`src/fetch_settings.svh`:
```
// Build-time constants for the fetch front end, included by the RTL and the testbench
`ifndef FETCH_SETTINGS_SVH
`define FETCH_SETTINGS_SVH

// First fetch address after reset
`define FETCH_RESET_VEC 32'h0000_0000

// Scratch memory depth in 32-bit words
`define SCRATCH_WORDS 256

// Branch target buffer entries, power of two
`define BTB_ENTRIES 16

// Address bits 31:28 that select the external fetch port
`define EXT_REGION_TAG 4'h8

// In-flight fetch records
`define TRACK_DEPTH 2

`endif

```
`src/fetch_pkg.sv`:
```
// Shared fetch front end types, imported by every RTL block and the testbench
package fetch_pkg;

    // Sub-unit that owns a fetch
    typedef enum logic {
        UNIT_SCRATCH = 1'b0,
        UNIT_EXT     = 1'b1
    } unit_sel_t;

    // Back end redirect, wins over everything
    typedef struct packed {
        logic        valid;
        logic [31:0] pc;
    } redirect_t;

    // BTB training from branch resolution
    typedef struct packed {
        logic        valid;
        logic        taken;
        logic [31:0] pc;
        logic [31:0] target;
    } btb_update_t;

    // Request into a sub-unit, word aligned
    typedef struct packed {
        logic [31:0] addr;
    } fetch_req_t;

    // One in-flight fetch
    typedef struct packed {
        unit_sel_t   unit;
        logic [31:0] pc;
    } track_entry_t;

    // Completed fetch to the decode stage
    typedef struct packed {
        logic [31:0] pc;
        logic [31:0] inst;
    } fetch_out_t;

endpackage

```
`src/fetch_track_fifo.sv`:
```
// Flushable queue of in-flight fetch records, keeps completions in issue order
`timescale 1ns/1ps
`include "fetch_settings.svh"

module fetch_track_fifo (
    input  logic                    clk,
    input  logic                    rst,
    input  logic                    flush,
    input  logic                    push,
    input  fetch_pkg::track_entry_t push_data,
    input  logic                    pop,
    output fetch_pkg::track_entry_t head,
    output logic                    empty,
    output logic                    full
);

    import fetch_pkg::*;

    localparam int PTR_W = (`TRACK_DEPTH > 1) ? $clog2(`TRACK_DEPTH) : 1;
    localparam int CNT_W = $clog2(`TRACK_DEPTH + 1);

    track_entry_t     entries [`TRACK_DEPTH];
    logic [PTR_W-1:0] rd_ptr;
    logic [PTR_W-1:0] wr_ptr;
    logic [CNT_W-1:0] count;

    // Wrap for depths that are not powers of two
    function automatic logic [PTR_W-1:0] ptr_next(input logic [PTR_W-1:0] ptr);
        return (ptr == PTR_W'(`TRACK_DEPTH - 1)) ? '0 : ptr + 1'b1;
    endfunction

    // Payload only
    always_ff @(posedge clk) begin
        if (push) begin
            entries[wr_ptr] <= push_data;
        end
    end

    //////////////////////////////////////////////////////////////////////
    // Pointers and count
    //////////////////////////////////////////////////////////////////////
    always_ff @(posedge clk) begin
        if (rst || flush) begin
            rd_ptr <= '0;
            wr_ptr <= '0;
            count  <= '0;
        end else begin
            if (push) wr_ptr <= ptr_next(wr_ptr);
            if (pop) rd_ptr <= ptr_next(rd_ptr);
            count <= count + CNT_W'(push) - CNT_W'(pop);
        end
    end

    assign head  = entries[rd_ptr];
    assign empty = (count == '0);
    assign full  = (count == CNT_W'(`TRACK_DEPTH));

    // Issue must stall on full, sub-units never answer unasked
    no_push_full_a : assert property (@(posedge clk) disable iff (rst || flush)
        !(push && full && !pop));
    no_pop_empty_a : assert property (@(posedge clk) disable iff (rst || flush)
        !(pop && empty));

endmodule

```
`config.mk`:
```
export PLATFORM = sky130hd
export DESIGN_NAME = fetch_track_fifo
export DESIGN_NICKNAME = d
export VERILOG_FILES = /design/src/fetch_pkg.sv /design/src/fetch_track_fifo.sv
export VERILOG_INCLUDE_DIRS = /design/src /design/src/src
export SDC_FILE = /design/constraint.sdc
export NUM_CORES = 1
export LEC_CHECK = 0
export BUFFER_PORTS_ARGS = -buffer_cell sky130_fd_sc_hd__buf_2
export CORE_MARGIN = 3
export CORE_UTILIZATION = 58
export CTS_BUF_LIST = sky130_fd_sc_hd__clkbuf_4
export DETAILED_ROUTE_END_ITERATION = 8
export PLACE_DENSITY = 0.87
export SETUP_SLACK_MARGIN = 0.2
export SLEW_MARGIN = 20
export SYNTH_ARGS = -nofsm -noshare
export SYNTH_HDL_FRONTEND = slang
export SYNTH_SLANG_ARGS = --single-unit
```
`constraint.sdc`:
```
create_clock -name clk -period 7 [get_ports clk]
set_input_delay 0.35 -clock clk [delete_from_list [all_inputs] [get_ports clk]]
set_output_delay 0.35 -clock clk [all_outputs]
set_load 0.02 [all_outputs]
```
## Word-level counts from Yosys, hierarchy flattened

Memory sizes are Yosys's and may differ from the RTL's. A register that Yosys moved wholly into a read port is not among the register bits.
Cells that the tools add are included.

| operators by class | value |
|---|---|
| eq/ne operators | 1 |
| add/sub/neg operators | 4 |
| muxes and demuxes | 6 |
| reduce and logical (&&, ||, !) cells | 2 |

Operators by type and width:

| kind | count |
|---|---|
| 1-bit 2-to-1 mux | 6 |
| 1-bit adder (second input constant) | 2 |
| 2-bit by 1-bit adder with 2-bit output | 1 |
| 2-bit equality test (second input constant) | 1 |
| 2-bit logical NOT | 1 |
| 2-bit by 1-bit subtractor with 2-bit output | 1 |
| 1-bit logical OR | 1 |

| word-level totals | value |
|---|---|
| output and inout bits | 35 |
| input bits | 38 |
| memories | 1 |
| logic and storage cells | 17 |
| bits in registers | 4 |
| RAM bits | 66 |

Memory list:

| memory | depth | width | read ports | clocked after Yosys merged registers in | write ports | RTL line | RTL |
|---|---|---|---|---|---|---|---|
| entries | 2 | 33 | 1 | 1 | 1 | fetch_track_fifo.sv:22 | `` track_entry_t entries [`TRACK_DEPTH]; `` |

## Depth between registers and ports, before layout

Gate-level depths: netlist of the first run.

| logic depth | value |
|---|---|
| depth in word-level cells | 4 |
| depth in mapped cells | 6 |
| mapped depth without buffers | 6 |

## Least setup slack after synthesis of the first run

Ideal clock, no wire load.

| timing path | value |
|---|---|
| path kind | input port to flip-flop |
| from | in push |
| to | mem entries[0][0] in the netlist's numbering (enable) |
| data arrival time | 1.840 ns |
| required time | 6.573 ns |
| stages | 1 |
| setup time | 0.427 ns |
| setup slack | 4.733 ns |
| buffers on the path | 0 |
| cells stage by stage | nor2b_1 |

| between the ends | value |
|---|---|
| word-level cells in the longest chain between the ends | 2 |

Ends and longest elaborated chain:

| what | RTL line | RTL |
|---|---|---|
| start: declaration | fetch_track_fifo.sv:9 | `input logic push,` |
| 1-bit 2-to-1 mux | fetch_track_fifo.sv:34 | `if (push) begin` |
| 1-bit 2-to-1 mux (implied by the code) | fetch_track_fifo.sv:35 | `entries[wr_ptr] <= push_data;` |
| end: declaration | fetch_track_fifo.sv:22 |  |

Every way passes these cells.

==> flow_metrics.tcl, run 1 <==
set metrics [dict create \
    hold_viol_final 0 \
    cts_buffers 9 \
    yosys.area_share.adder_pct 0.905 \
    period_needed_ns 2.35 \
    grt_overflow 0 \
    slew_viol_final 0 \
    place.gp.congestion 0.707 \
    antenna_cells 0 \
    syn-cell-area_um2 2770 \
    root_buffer "clkbuf_4" \
    clk_pin_slew_worst_paths_ns 0.11 \
    grt_usage_pct 18.1 \
    required_ns 6.65 \
    grt_pass1_wl_mm 6.98 \
    dieArea_um2 5630 \
    worstSkewPairLatency_ns 0.39 \
    clock_path_buffers 2 \
    synth.distinct_cells 16 \
    post_drt_wl_per_cell_um 17.7 \
    cts_resized 0 \
    path_max_fanout 33 \
    max_freq_mhz 426 \
    yosys.area_share.xor_xnor_pct 1.45 \
    synthSimpleGateAreaFrac_pct 1.99 \
    io_buffers 72 \
    hold_path_depth 1 \
    timing.rr.start "wr_ptr" \
    drc 0 \
    fp.dieW_um 75.0 \
    layout-area-overhead-vs-synth_pct 19.2 \
    outcome "finished, final reports clean" \
    powerDensity_nw_per_um2 265 \
    vias 1334 \
    hold_buffers 0 \
    rsz0062_at_grt "no" \
    vias_per_cell 5.11 \
    first_global_vias 1411 \
    synth_top_family_by_area "multiplexers" \
    critPathLaunchType "flip-flop" \
    grt.met3_usage_pct 6.94 \
    ant_nets 0 \
    ys_seq_area_share_pct 75.3 \
    final_area_um2 3300 \
    r2r_cells 1 \
    ir_drop_uv 150 \
    crit_arrival_ns 2.00 \
    dr.pass1.iters 4 \
    slew_headroom_pct 31.0 \
    nNetsFinal 244 \
    worst-r2r-setup-slack_ns 5.48 \
    synth_seq_cells 71 \
    syn_area_per_cell_um2 22.3 \
    finalSetupTns_ns 0 \
    synth_top_area_share_pct 71.7 \
    p_leak_nw 1.32 \
    drive_above_1_share_pct 59.8 \
    place_area_um2 3140 \
    dp_hpwl_mm 3.23 \
    use_met1_pct 18.3 \
    setup_violations 0 \
    worst_slew_pin_slew_ns 1.04 \
    top_usage_layer "met2" \
    initial_core_util_pct 61.8 \
    hold_path_class "in2reg" \
    antenna_found_initial 0 \
    endpoint "head[26]" \
    drt_iter0_markers 82 \
    syn_inst 124 \
    crit_type "reg2out" \
    grt_max_degree 34 \
    finalClockSkew_ns 0.00970 \
    htreeDepth 3 \
    routed_wl_mm 4.62 \
    synth_area_leader_cell "edfxtp_1" \
    cts_tree "done" \
    use_met2_pct 32.1 \
    end_kind "output pin" \
    power_w 0.000874 \
    synthMuxAreaShare_pct 17.5 \
    dieHeight_um 75.0 \
    synth_compound_area_share_pct 0 \
    fp-row-count 24 \
    yosys_warnings 0 \
    syn-num-nets 164 \
    cap_viol_max_count 0 \
    clock-sinks 71 \
    post-cts-setup-buffers 0 \
    rr_endpoint "entries[0][0]" \
    core_area_um2 4470 \
    synthTopCellsByArea "edfxtp_1, mux2_4, dfxtp_1" \
    min_period_over_period_pct 33.6 \
    io_pins 73 \
]
-- per-layer routing --
metal	wire (µm)	vias to the layer above
met3	253	5
met4	52	0
met1	1690	650
li1	-	639
met2	2630	40
met5	0	-
-- stage by stage --
| step | std cells | setup slack (ns) | util, % | hold WS, ns |
|---|---|---|---|---|
| floorplan | 124 | 4.73 | - | 0.419 |
| global placement | 245 | 5.07 | 70.1 | 0.529 |
| detailed placement | 245 | 5.04 | 70.1 | 0.542 |
| CTS | 261 | 4.59 | 73.7 | 0.115 |
| global route | 261 | 4.49 | 73.7 | 0.0847 |
| finish | 261 | 4.65 | 73.7 | 0.142 |
-- cells by family after synthesis --
| family | count (synthesis) |
|---|---|
| multiplexers | 33 |
| flip-flops | 71 |
| XOR/XNOR | 3 |
| buffers and inverters | 6 |
| adder cells (fa/ha/maj) | 2 |
| AND/OR/NAND/NOR | 9 |
-- worst min-delay path by stage --
stage | to | startpoint | slack (ns)
after global placement | flip-flop | rd_ptr | 0.53
after global routing | entries[1][25] | push_data[25] | 0.08
after detailed placement | entries[1][31] | push_data[31] | 0.54
after CTS | entries[1][19] | push_data[19] | 0.11
after floorplan | count[1] | flush | 0.42
final | entries[1][25] | push_data[25] | 0.14
-- placed cells by master (no fill, tap or decap), types with 2 or more instances in the layout --
| cell type | n |
|---|---|
| buf_2 | 72 |
| edfxtp_1 | 66 |
| mux2_4 | 30 |
| clkbuf_4 | 12 |
| dfxtp_1 | 4 |
| mux2_2 | 3 |
| nor3_1 | 3 |
| inv_1 | 2 |
| xnor2_1 | 2 |
| ha_1 | 2 |
| bufinv_16 | 2 |
| clkinv_2 | 2 |
-- worst max-delay path, stage by stage (launching register included) --
cell     delay, ns
dfxtp_2       1.03
mux2_2        0.42
buf_2         0.16
-- final cells by class --
class | instances | area [µm²]
clock buffer | 12 | 90.1
clock inverter | 4 | 70.1
fill | 277 | 1180
inverter | 2 | 7.51
multi-input combinational | 47 | 612
sequential | 71 | 2080
tap | 52 | 65.1
timing repair buffer | 73 | 368
-- report_power, final --
part	switching, W	internal (W)	leakage [nW]	total (W)
registers	0.0000108	0.000484	0.661	0.000495
clock network	0.000128	0.000156	0.0913	0.000285
logic	0.0000484	0.0000461	0.571	0.0000944
-- flip-flops by register name, indices dropped and copies added, names as in the netlist, named ones only --
| name | cells |
|---|---|
| rd_ptr | 1 |
| wr_ptr | 1 |
| entries | 66 |
| count | 2 |
-- cell usage after synthesis (all sizes together) --
cell type  count
and2           1
inv            2
mux2          33
dfxtp          5
nor2b          2
nor2           1
buf            4
edfxtp        66
xnor2          2
nor3           4
xnor3          1
nor3b          1
ha             2
Note: power is estimated with default switching activity, not from simulation.
==> run 2, diff against run 1 <==
--- a/config.mk
+++ b/config.mk
@@ -6,12 +6,13 @@
 export SDC_FILE = /design/constraint.sdc
 export NUM_CORES = 1
 export LEC_CHECK = 0
+export ABC_AREA = 1
 export BUFFER_PORTS_ARGS = -buffer_cell sky130_fd_sc_hd__buf_2
 export CORE_MARGIN = 3
-export CORE_UTILIZATION = 58
+export CORE_UTILIZATION = 54
 export CTS_BUF_LIST = sky130_fd_sc_hd__clkbuf_4
 export DETAILED_ROUTE_END_ITERATION = 8
-export PLACE_DENSITY = 0.87
+export PLACE_DENSITY = 0.81
 export SETUP_SLACK_MARGIN = 0.2
 export SLEW_MARGIN = 20
 export SYNTH_ARGS = -nofsm -noshare
==> constraint.sdc (replaced) <==
create_clock -name clk -period 2.4 [get_ports clk]
set_input_delay 0.12 -clock clk [delete_from_list [all_inputs] [get_ports clk]]
set_output_delay 0.12 -clock clk [all_outputs]
set_load 0.02 [all_outputs]
==> run 2 against run 1 <==
- total power grew to 2.7 times the previous value
- sequential share of layout area is 6.3 points lower
- synthesized cell count grew 8.9%
- sequential power rose to 2.9 times the previous value
- via count grew 14%
- combinational power grew to 3.4 times the previous value
- utilization grew 1.8 points
- design area is 11% higher
- clock power grew 110%
- die area increased by 6.8%
- non-clock buffer count up 38
==> flow_metrics.tcl, run 2 <==
set metrics [dict create \
    worst-r2r-setup-slack_ns 0.93 \
    crit_type "reg2out" \
    synth_top_area_share_pct 71.7 \
    crit_chain "buf_12, mux2_2, buf_2" \
    seq_power_share_pct 60.7 \
    post-cts-setup-buffers 0 \
    end_kind "output pin" \
    syn_inst 135 \
    cap_viol_max_count 0 \
    drive_above_1_share_pct 48.4 \
    cts_tree "done" \
    cts_buffers 9 \
    top_register "entries" \
    multi_input_area_um2 589 \
    required_ns 2.28 \
    root_buffer "clkbuf_4" \
    endpoint "head[25]" \
    grt_overflow 0 \
    outcome "finished, final reports clean" \
    grt_pass1_wl_mm 7.86 \
    vias_per_cell 4.69 \
    place.gp.congestion 0.740 \
    min_period_over_period_pct 80.0 \
    clk_pin_slew_worst_paths_ns 0.11 \
    synthTopCellsByArea "edfxtp_1, mux2_4, dfxtp_1" \
    first_global_vias 1637 \
    ys_seq_area_share_pct 75.3 \
    ant_nets 0 \
    synthTopCellsByCount "edfxtp_1, mux2_4, nor2_1" \
    setup_violations 0 \
    layout-area-overhead-vs-synth_pct 32.4 \
    fill_cells 303 \
    max_freq_mhz 521 \
    post_drt_wl_per_cell_um 14.8 \
    async_flop_share_pct 0 \
    antenna_cells 0 \
    fp.dieW_um 77.6 \
    dr.pass1.iters 4 \
    largestRegisters "entries: 66 flops, count: 2 flops" \
    fp-row-count 25 \
    finalSetupTns_ns 0 \
    critPathSlowestCell "dfxtp_2" \
    dieHeight_um 77.6 \
    syn_area_per_cell_um2 20.5 \
    hold_path_class "in2reg" \
    dp_hpwl_mm 3.11 \
    drt_iter0_markers 71 \
    pwr-share-clk_pct 25.5 \
    sw_frac_of_total_pct 23.4 \
    combPwrFrac_pct 13.8 \
    synth_area_leader_cell "edfxtp_1" \
    grt_max_degree 22 \
    syn-cell-area_um2 2770 \
    io_buffers 72 \
    synth_edf_count 66 \
    slew_headroom_pct 58.5 \
    syn-num-nets 175 \
    routed_wl_mm 4.81 \
    seq_area_um2 2080 \
    finalClockSkew_ns 0.0158 \
    r2r_cells 3 \
    yosys.cell_count.top_type "edfxtp_1" \
    io_pins 73 \
    grt_usage_pct 17.5 \
    period_needed_ns 1.92 \
    rr_endpoint "entries[1][1]" \
    critPathLaunchType "flip-flop" \
    yosys_warnings 0 \
    power_w 0.00236 \
    p_int_w 0.00181 \
    dieArea_um2 6020 \
    ys.flop_type "edfxtp_1" \
    hold_slack_ns 0.0304 \
    largest_register_ffs 66 \
    initial_core_util_pct 57.0 \
    vias 1523 \
    worstSkewPairLatency_ns 0.38 \
    powerDensity_nw_per_um2 644 \
    p_leak_nw 1.49 \
    ir_drop_uv 604 \
    final_cell_mix "buf_2, edfxtp_1, dlygate4sd3_1, mux2_4, clkbuf_4" \
    core_area_um2 4850 \
    rsz0062_at_grt "no" \
    worst_slew_pin_slew_ns 0.621 \
    slew_viol_final 0 \
    p_sw_w 0.000553 \
    synth_seq_cells 71 \
    clock-sinks 71 \
    slowest_delay_ns 0.63 \
    crit_arrival_ns 1.80 \
    htreeDepth 3 \
    layout_commonest_cell "buf_2" \
    nNetsFinal 293 \
    antenna_found_initial 0 \
    path_max_fanout 21 \
    clock_path_buffers 2 \
    synth.distinct_cells 14 \
    timing.rr.start "wr_ptr" \
    drc 0 \
    hold_viol_final 0 \
]
[run 2: area by class of cell]
class	instances	area share, %
Inverter	8	0.821
Tap cell	67	2.29
Timing Repair Buffer	111	20.9
Clock buffer	11	2.26
Sequential cell	71	56.9
Clock inverter	5	0.684
Multi-Input combinational cell	52	16.1
[run 2: cells by family (layout without fill, tap and decap cells)]
| logic type | count (synthesis) | after routing | synth area share [%] |
|---|---|---|---|
| flip-flops | 71 | 71 | 75.3 |
| multiplexers | 33 | 33 | 17.5 |
| AND/OR/NAND/NOR | 15 | 15 | 2.13 |
| buffers and inverters | 12 | 135 | 3.67 |
| adder cells (fa/ha/maj) | 2 | 2 | 0.905 |
| AO/OA/AOI/OAI | 1 | 1 | 0.181 |
| XOR/XNOR | 1 | 1 | 0.317 |
[run 2: per-stage QoR]
stage	setup WS, ns	util (%)	area (µm²)	cells
6_report	0.481	75.5	3660	325
5_1_grt	0.380	75.5	3660	325
4_1_cts	0.459	75.5	3660	325
3_5_place_dp	0.903	66.0	3200	274
3_3_place_gp	0.908	66.0	3200	274
2_1_floorplan	0.258	-	2770	135
[run 2: critical path, delay by kind of cell (launching register included)]
family   cells  cell delay, ns
flops        1            0.63
mux          1            0.35
buf+inv      2            0.42
[run 2: power by group through the flow]
stage                     logic, W  registers (W)  clock network, W
after global placement    0.000277        0.00146                 0
final                     0.000325        0.00143          0.000601
after CTS                 0.000327        0.00143          0.000617
after global routing      0.000348        0.00144          0.000671
after detailed placement  0.000283        0.00146                 0
after floorplan           0.000194        0.00145                 0
[run 2: routing by layer]
metal	GRT usage (%)	wire length [µm]	part of all wire, %	vias up
met1	19.4	1900	40	729
met4	8.01	75	1.6	0
met5	0	0	0	-
li1	-	-	-	743
met2	32.1	2660	55	43
met3	3.48	178	3.7	8
[run 2: worst min path at each step]
stage | from | end | slack (ns) | cells after the start
final | pop | rd_ptr | 0.03 | 3
after global routing | pop | flip-flop | 0.05 | 3
after CTS | pop | rd_ptr | 0.02 | 3
after detailed placement | push_data[31] | entries[1][31] | 0.31 | 1
after global placement | push_data[31] | entries[1][31] | 0.31 | 1
after floorplan | push_data[0] | entries[0][0] | 0.22 | 0
[run 2: what timing repair did]
action	in CTS	in global routing
resized for setup	0	0
endpoints found under the setup margin	0	0
endpoints found under the hold margin	67	0
hold buffers	35	0
==> run 3, diff against run 2 <==
--- a/config.mk
+++ b/config.mk
@@ -9,10 +9,10 @@
 export ABC_AREA = 1
 export BUFFER_PORTS_ARGS = -buffer_cell sky130_fd_sc_hd__buf_2
 export CORE_MARGIN = 3
-export CORE_UTILIZATION = 54
+export CORE_UTILIZATION = 49
 export CTS_BUF_LIST = sky130_fd_sc_hd__clkbuf_4
 export DETAILED_ROUTE_END_ITERATION = 8
-export PLACE_DENSITY = 0.81
+export PLACE_DENSITY = 0.78
 export SETUP_SLACK_MARGIN = 0.2
 export SLEW_MARGIN = 20
 export SYNTH_ARGS = -nofsm -noshare
==> constraint.sdc (replaced) <==
create_clock -name clk -period 1.6 [get_ports clk]
set_input_delay 0.08 -clock clk [delete_from_list [all_inputs] [get_ports clk]]
set_output_delay 0.08 -clock clk [all_outputs]
set_load 0.02 [all_outputs]
==> run 3 against run 2 <==
- via count grew 1.4%
- flip-flop and latch count is the same
- combinational power grew 89%
- global-route usage grew 0.33 points
- sequential power grew 50%
- wire length grew 11%
==> flow_metrics.tcl, run 3 (synthesis gave the netlist of run 2 again) <==
set metrics [dict create \
    slowest_delay_ns 0.43 \
    sw_frac_of_total_pct 23.2 \
    drive_above_1_share_pct 48.1 \
    fin_ws_ns 0.0445 \
    dp_hpwl_mm 2.93 \
    place_ws_ns 0.311 \
    worstSkewPairLatency_ns 0.39 \
    final_cell_mix "edfxtp_1, buf_2, dlygate4sd3_1, mux2_4, buf_6" \
    rsz0062_at_grt "yes" \
    antenna_found_initial 0 \
    clock-sinks 71 \
    fp-row-count 26 \
    p_sw_w 0.000832 \
    top_register "entries" \
    layout-area-overhead-vs-synth_pct 42.5 \
    drt_iter0_markers 72 \
    seq_power_share_pct 59.6 \
    fill_cells 328 \
    required_ns 1.52 \
    antenna_cells 0 \
    critPathSlowestCell "dfxtp_4" \
    fp.dieW_um 81.1 \
    crit_arrival_ns 1.48 \
    p_leak_nw 1.58 \
    grt_max_degree 35 \
    setup_violations 0 \
    initial_core_util_pct 52.5 \
    crit_type "reg2out" \
    clock_path_buffers 2 \
    root_buffer "clkbuf_4" \
    critPathLaunchType "flip-flop" \
    finalClockSkew_ns 0.00842 \
    slew_headroom_pct 81.7 \
    powerDensity_nw_per_um2 912 \
    routed_wl_mm 5.36 \
    place.gp.congestion 0.665 \
    grt_overflow 0 \
    ant_nets 0 \
    max_freq_mhz 643 \
    drc 0 \
    fin_cells 330 \
    cap_viol_max_count 0 \
    core_area_um2 5270 \
    multi_input_area_um2 601 \
    vias 1545 \
    largestRegisters "entries: 66 flops, count: 2 flops" \
    p_int_w 0.00276 \
    dieHeight_um 81.1 \
    io_buffers 72 \
    layout_commonest_cell "edfxtp_1" \
    crit_chain "buf_16, mux2_4, buf_2" \
    io_pins 73 \
    vias_per_cell 4.68 \
    hold_path_class "in2reg" \
    ir_drop_uv 529 \
    slew_viol_final 0 \
    first_global_vias 1701 \
    dr.pass1.iters 4 \
    outcome "finished, final reports clean" \
    period_needed_ns 1.56 \
    pwr-share-clk_pct 23.4 \
    min_period_over_period_pct 97.2 \
    grt_pass1_wl_mm 8.26 \
    path_max_fanout 16 \
    power_w 0.00359 \
    hold_viol_final 0 \
    dieArea_um2 6580 \
    seq_area_um2 2090 \
    dpl.cell_count 277 \
    cts_buffers 9 \
    worst_slew_pin_slew_ns 0.275 \
    grt_usage_pct 17.8 \
    largest_register_ffs 66 \
    htreeDepth 3 \
    end_kind "output pin" \
    clk_pin_slew_worst_paths_ns 0.10 \
    post_drt_wl_per_cell_um 16.2 \
    combPwrFrac_pct 17.0 \
    cts_tree "done" \
    nNetsFinal 297 \
]
## run 3: cell count changes in the layout (fill, tap and decap cells not counted), moves of 2 or more
cell / before / now
mux2_2: 3 / 0
clkinv_2: 2 / 0
dlygate4sd3_1: 35 / 37
buf_2: 72 / 40
buf_6: 0 / 32
buf_16: 0 / 2
clkinv_1: 2 / 4
mux2_4: 30 / 33
## run 3: timing repair
action,4_1_cts,5_1_grt
hold buffers,37,0
endpoints found under the hold margin,71,0
buffers inserted,0,0
setup endpoints to repair,33,34
gates cloned,2,0
resized for setup,65,6
## run 3: per-layer routing
layer | global-route usage [%] | wire length, µm
met1 | 19.1 | 2150
met5 | 0 | 0
met3 | 4.21 | 188
met4 | 10.3 | 84
met2 | 31.9 | 2930
## run 3: final timing paths
check | startpoint | slack [ns] | endpoint | cells after the start
setup / recovery | flip-flop | 0.04 | head[22] | 3
hold / removal | push_data[13] | 0.42 | entries[0][13] | 2
hold reg to reg | rd_ptr | 0.54 | flip-flop | 2
setup reg to reg | count[0] | 0.33 | count[1] | 8
## run 3: cell type report
type	count	area share, %
Sequential cell	71	53.0
Timing Repair Buffer	115	26.4
Multi-Input combinational cell	52	15.2
Tap cell	70	2.22
Clock buffer	10	1.91
Inverter	8	0.857
Clock inverter	4	0.381
## run 3: power groups by stage
| stage | Sequential (W) | Clock (W) | Combinational, W |
|---|---|---|---|
| after global routing | 0.00215 | 0.000960 | 0.000653 |
| after CTS | 0.00214 | 0.000871 | 0.000604 |
| after global placement | 0.00218 | 0 | 0.000425 |
| after detailed placement | 0.00218 | 0 | 0.000433 |
| after floorplan | 0.00217 | 0 | 0.000293 |
| final | 0.00214 | 0.000840 | 0.000613 |
## run 3: critical path, delay by kind of cell, from the launching register on
kind / cells / cell delay (ns)
multiplexers: 1 / 0.31
buffers and inverters: 2 / 0.35
flip-flops: 1 / 0.43
## run 3: through the flow
stage | cell area (µm²) | hold slack, ns | util (%) | setup TNS (ns)
floorplan | 2780 | 0.179 | - | 0
detailed placement | 3210 | 0.273 | 60.9 | 0
global placement | 3210 | 0.269 | 60.9 | 0
CTS | 3920 | 0.382 | 74.4 | -0.00289
finish | 3940 | 0.417 | 74.8 | 0
global route | 3940 | 0.385 | 74.8 | -0.186
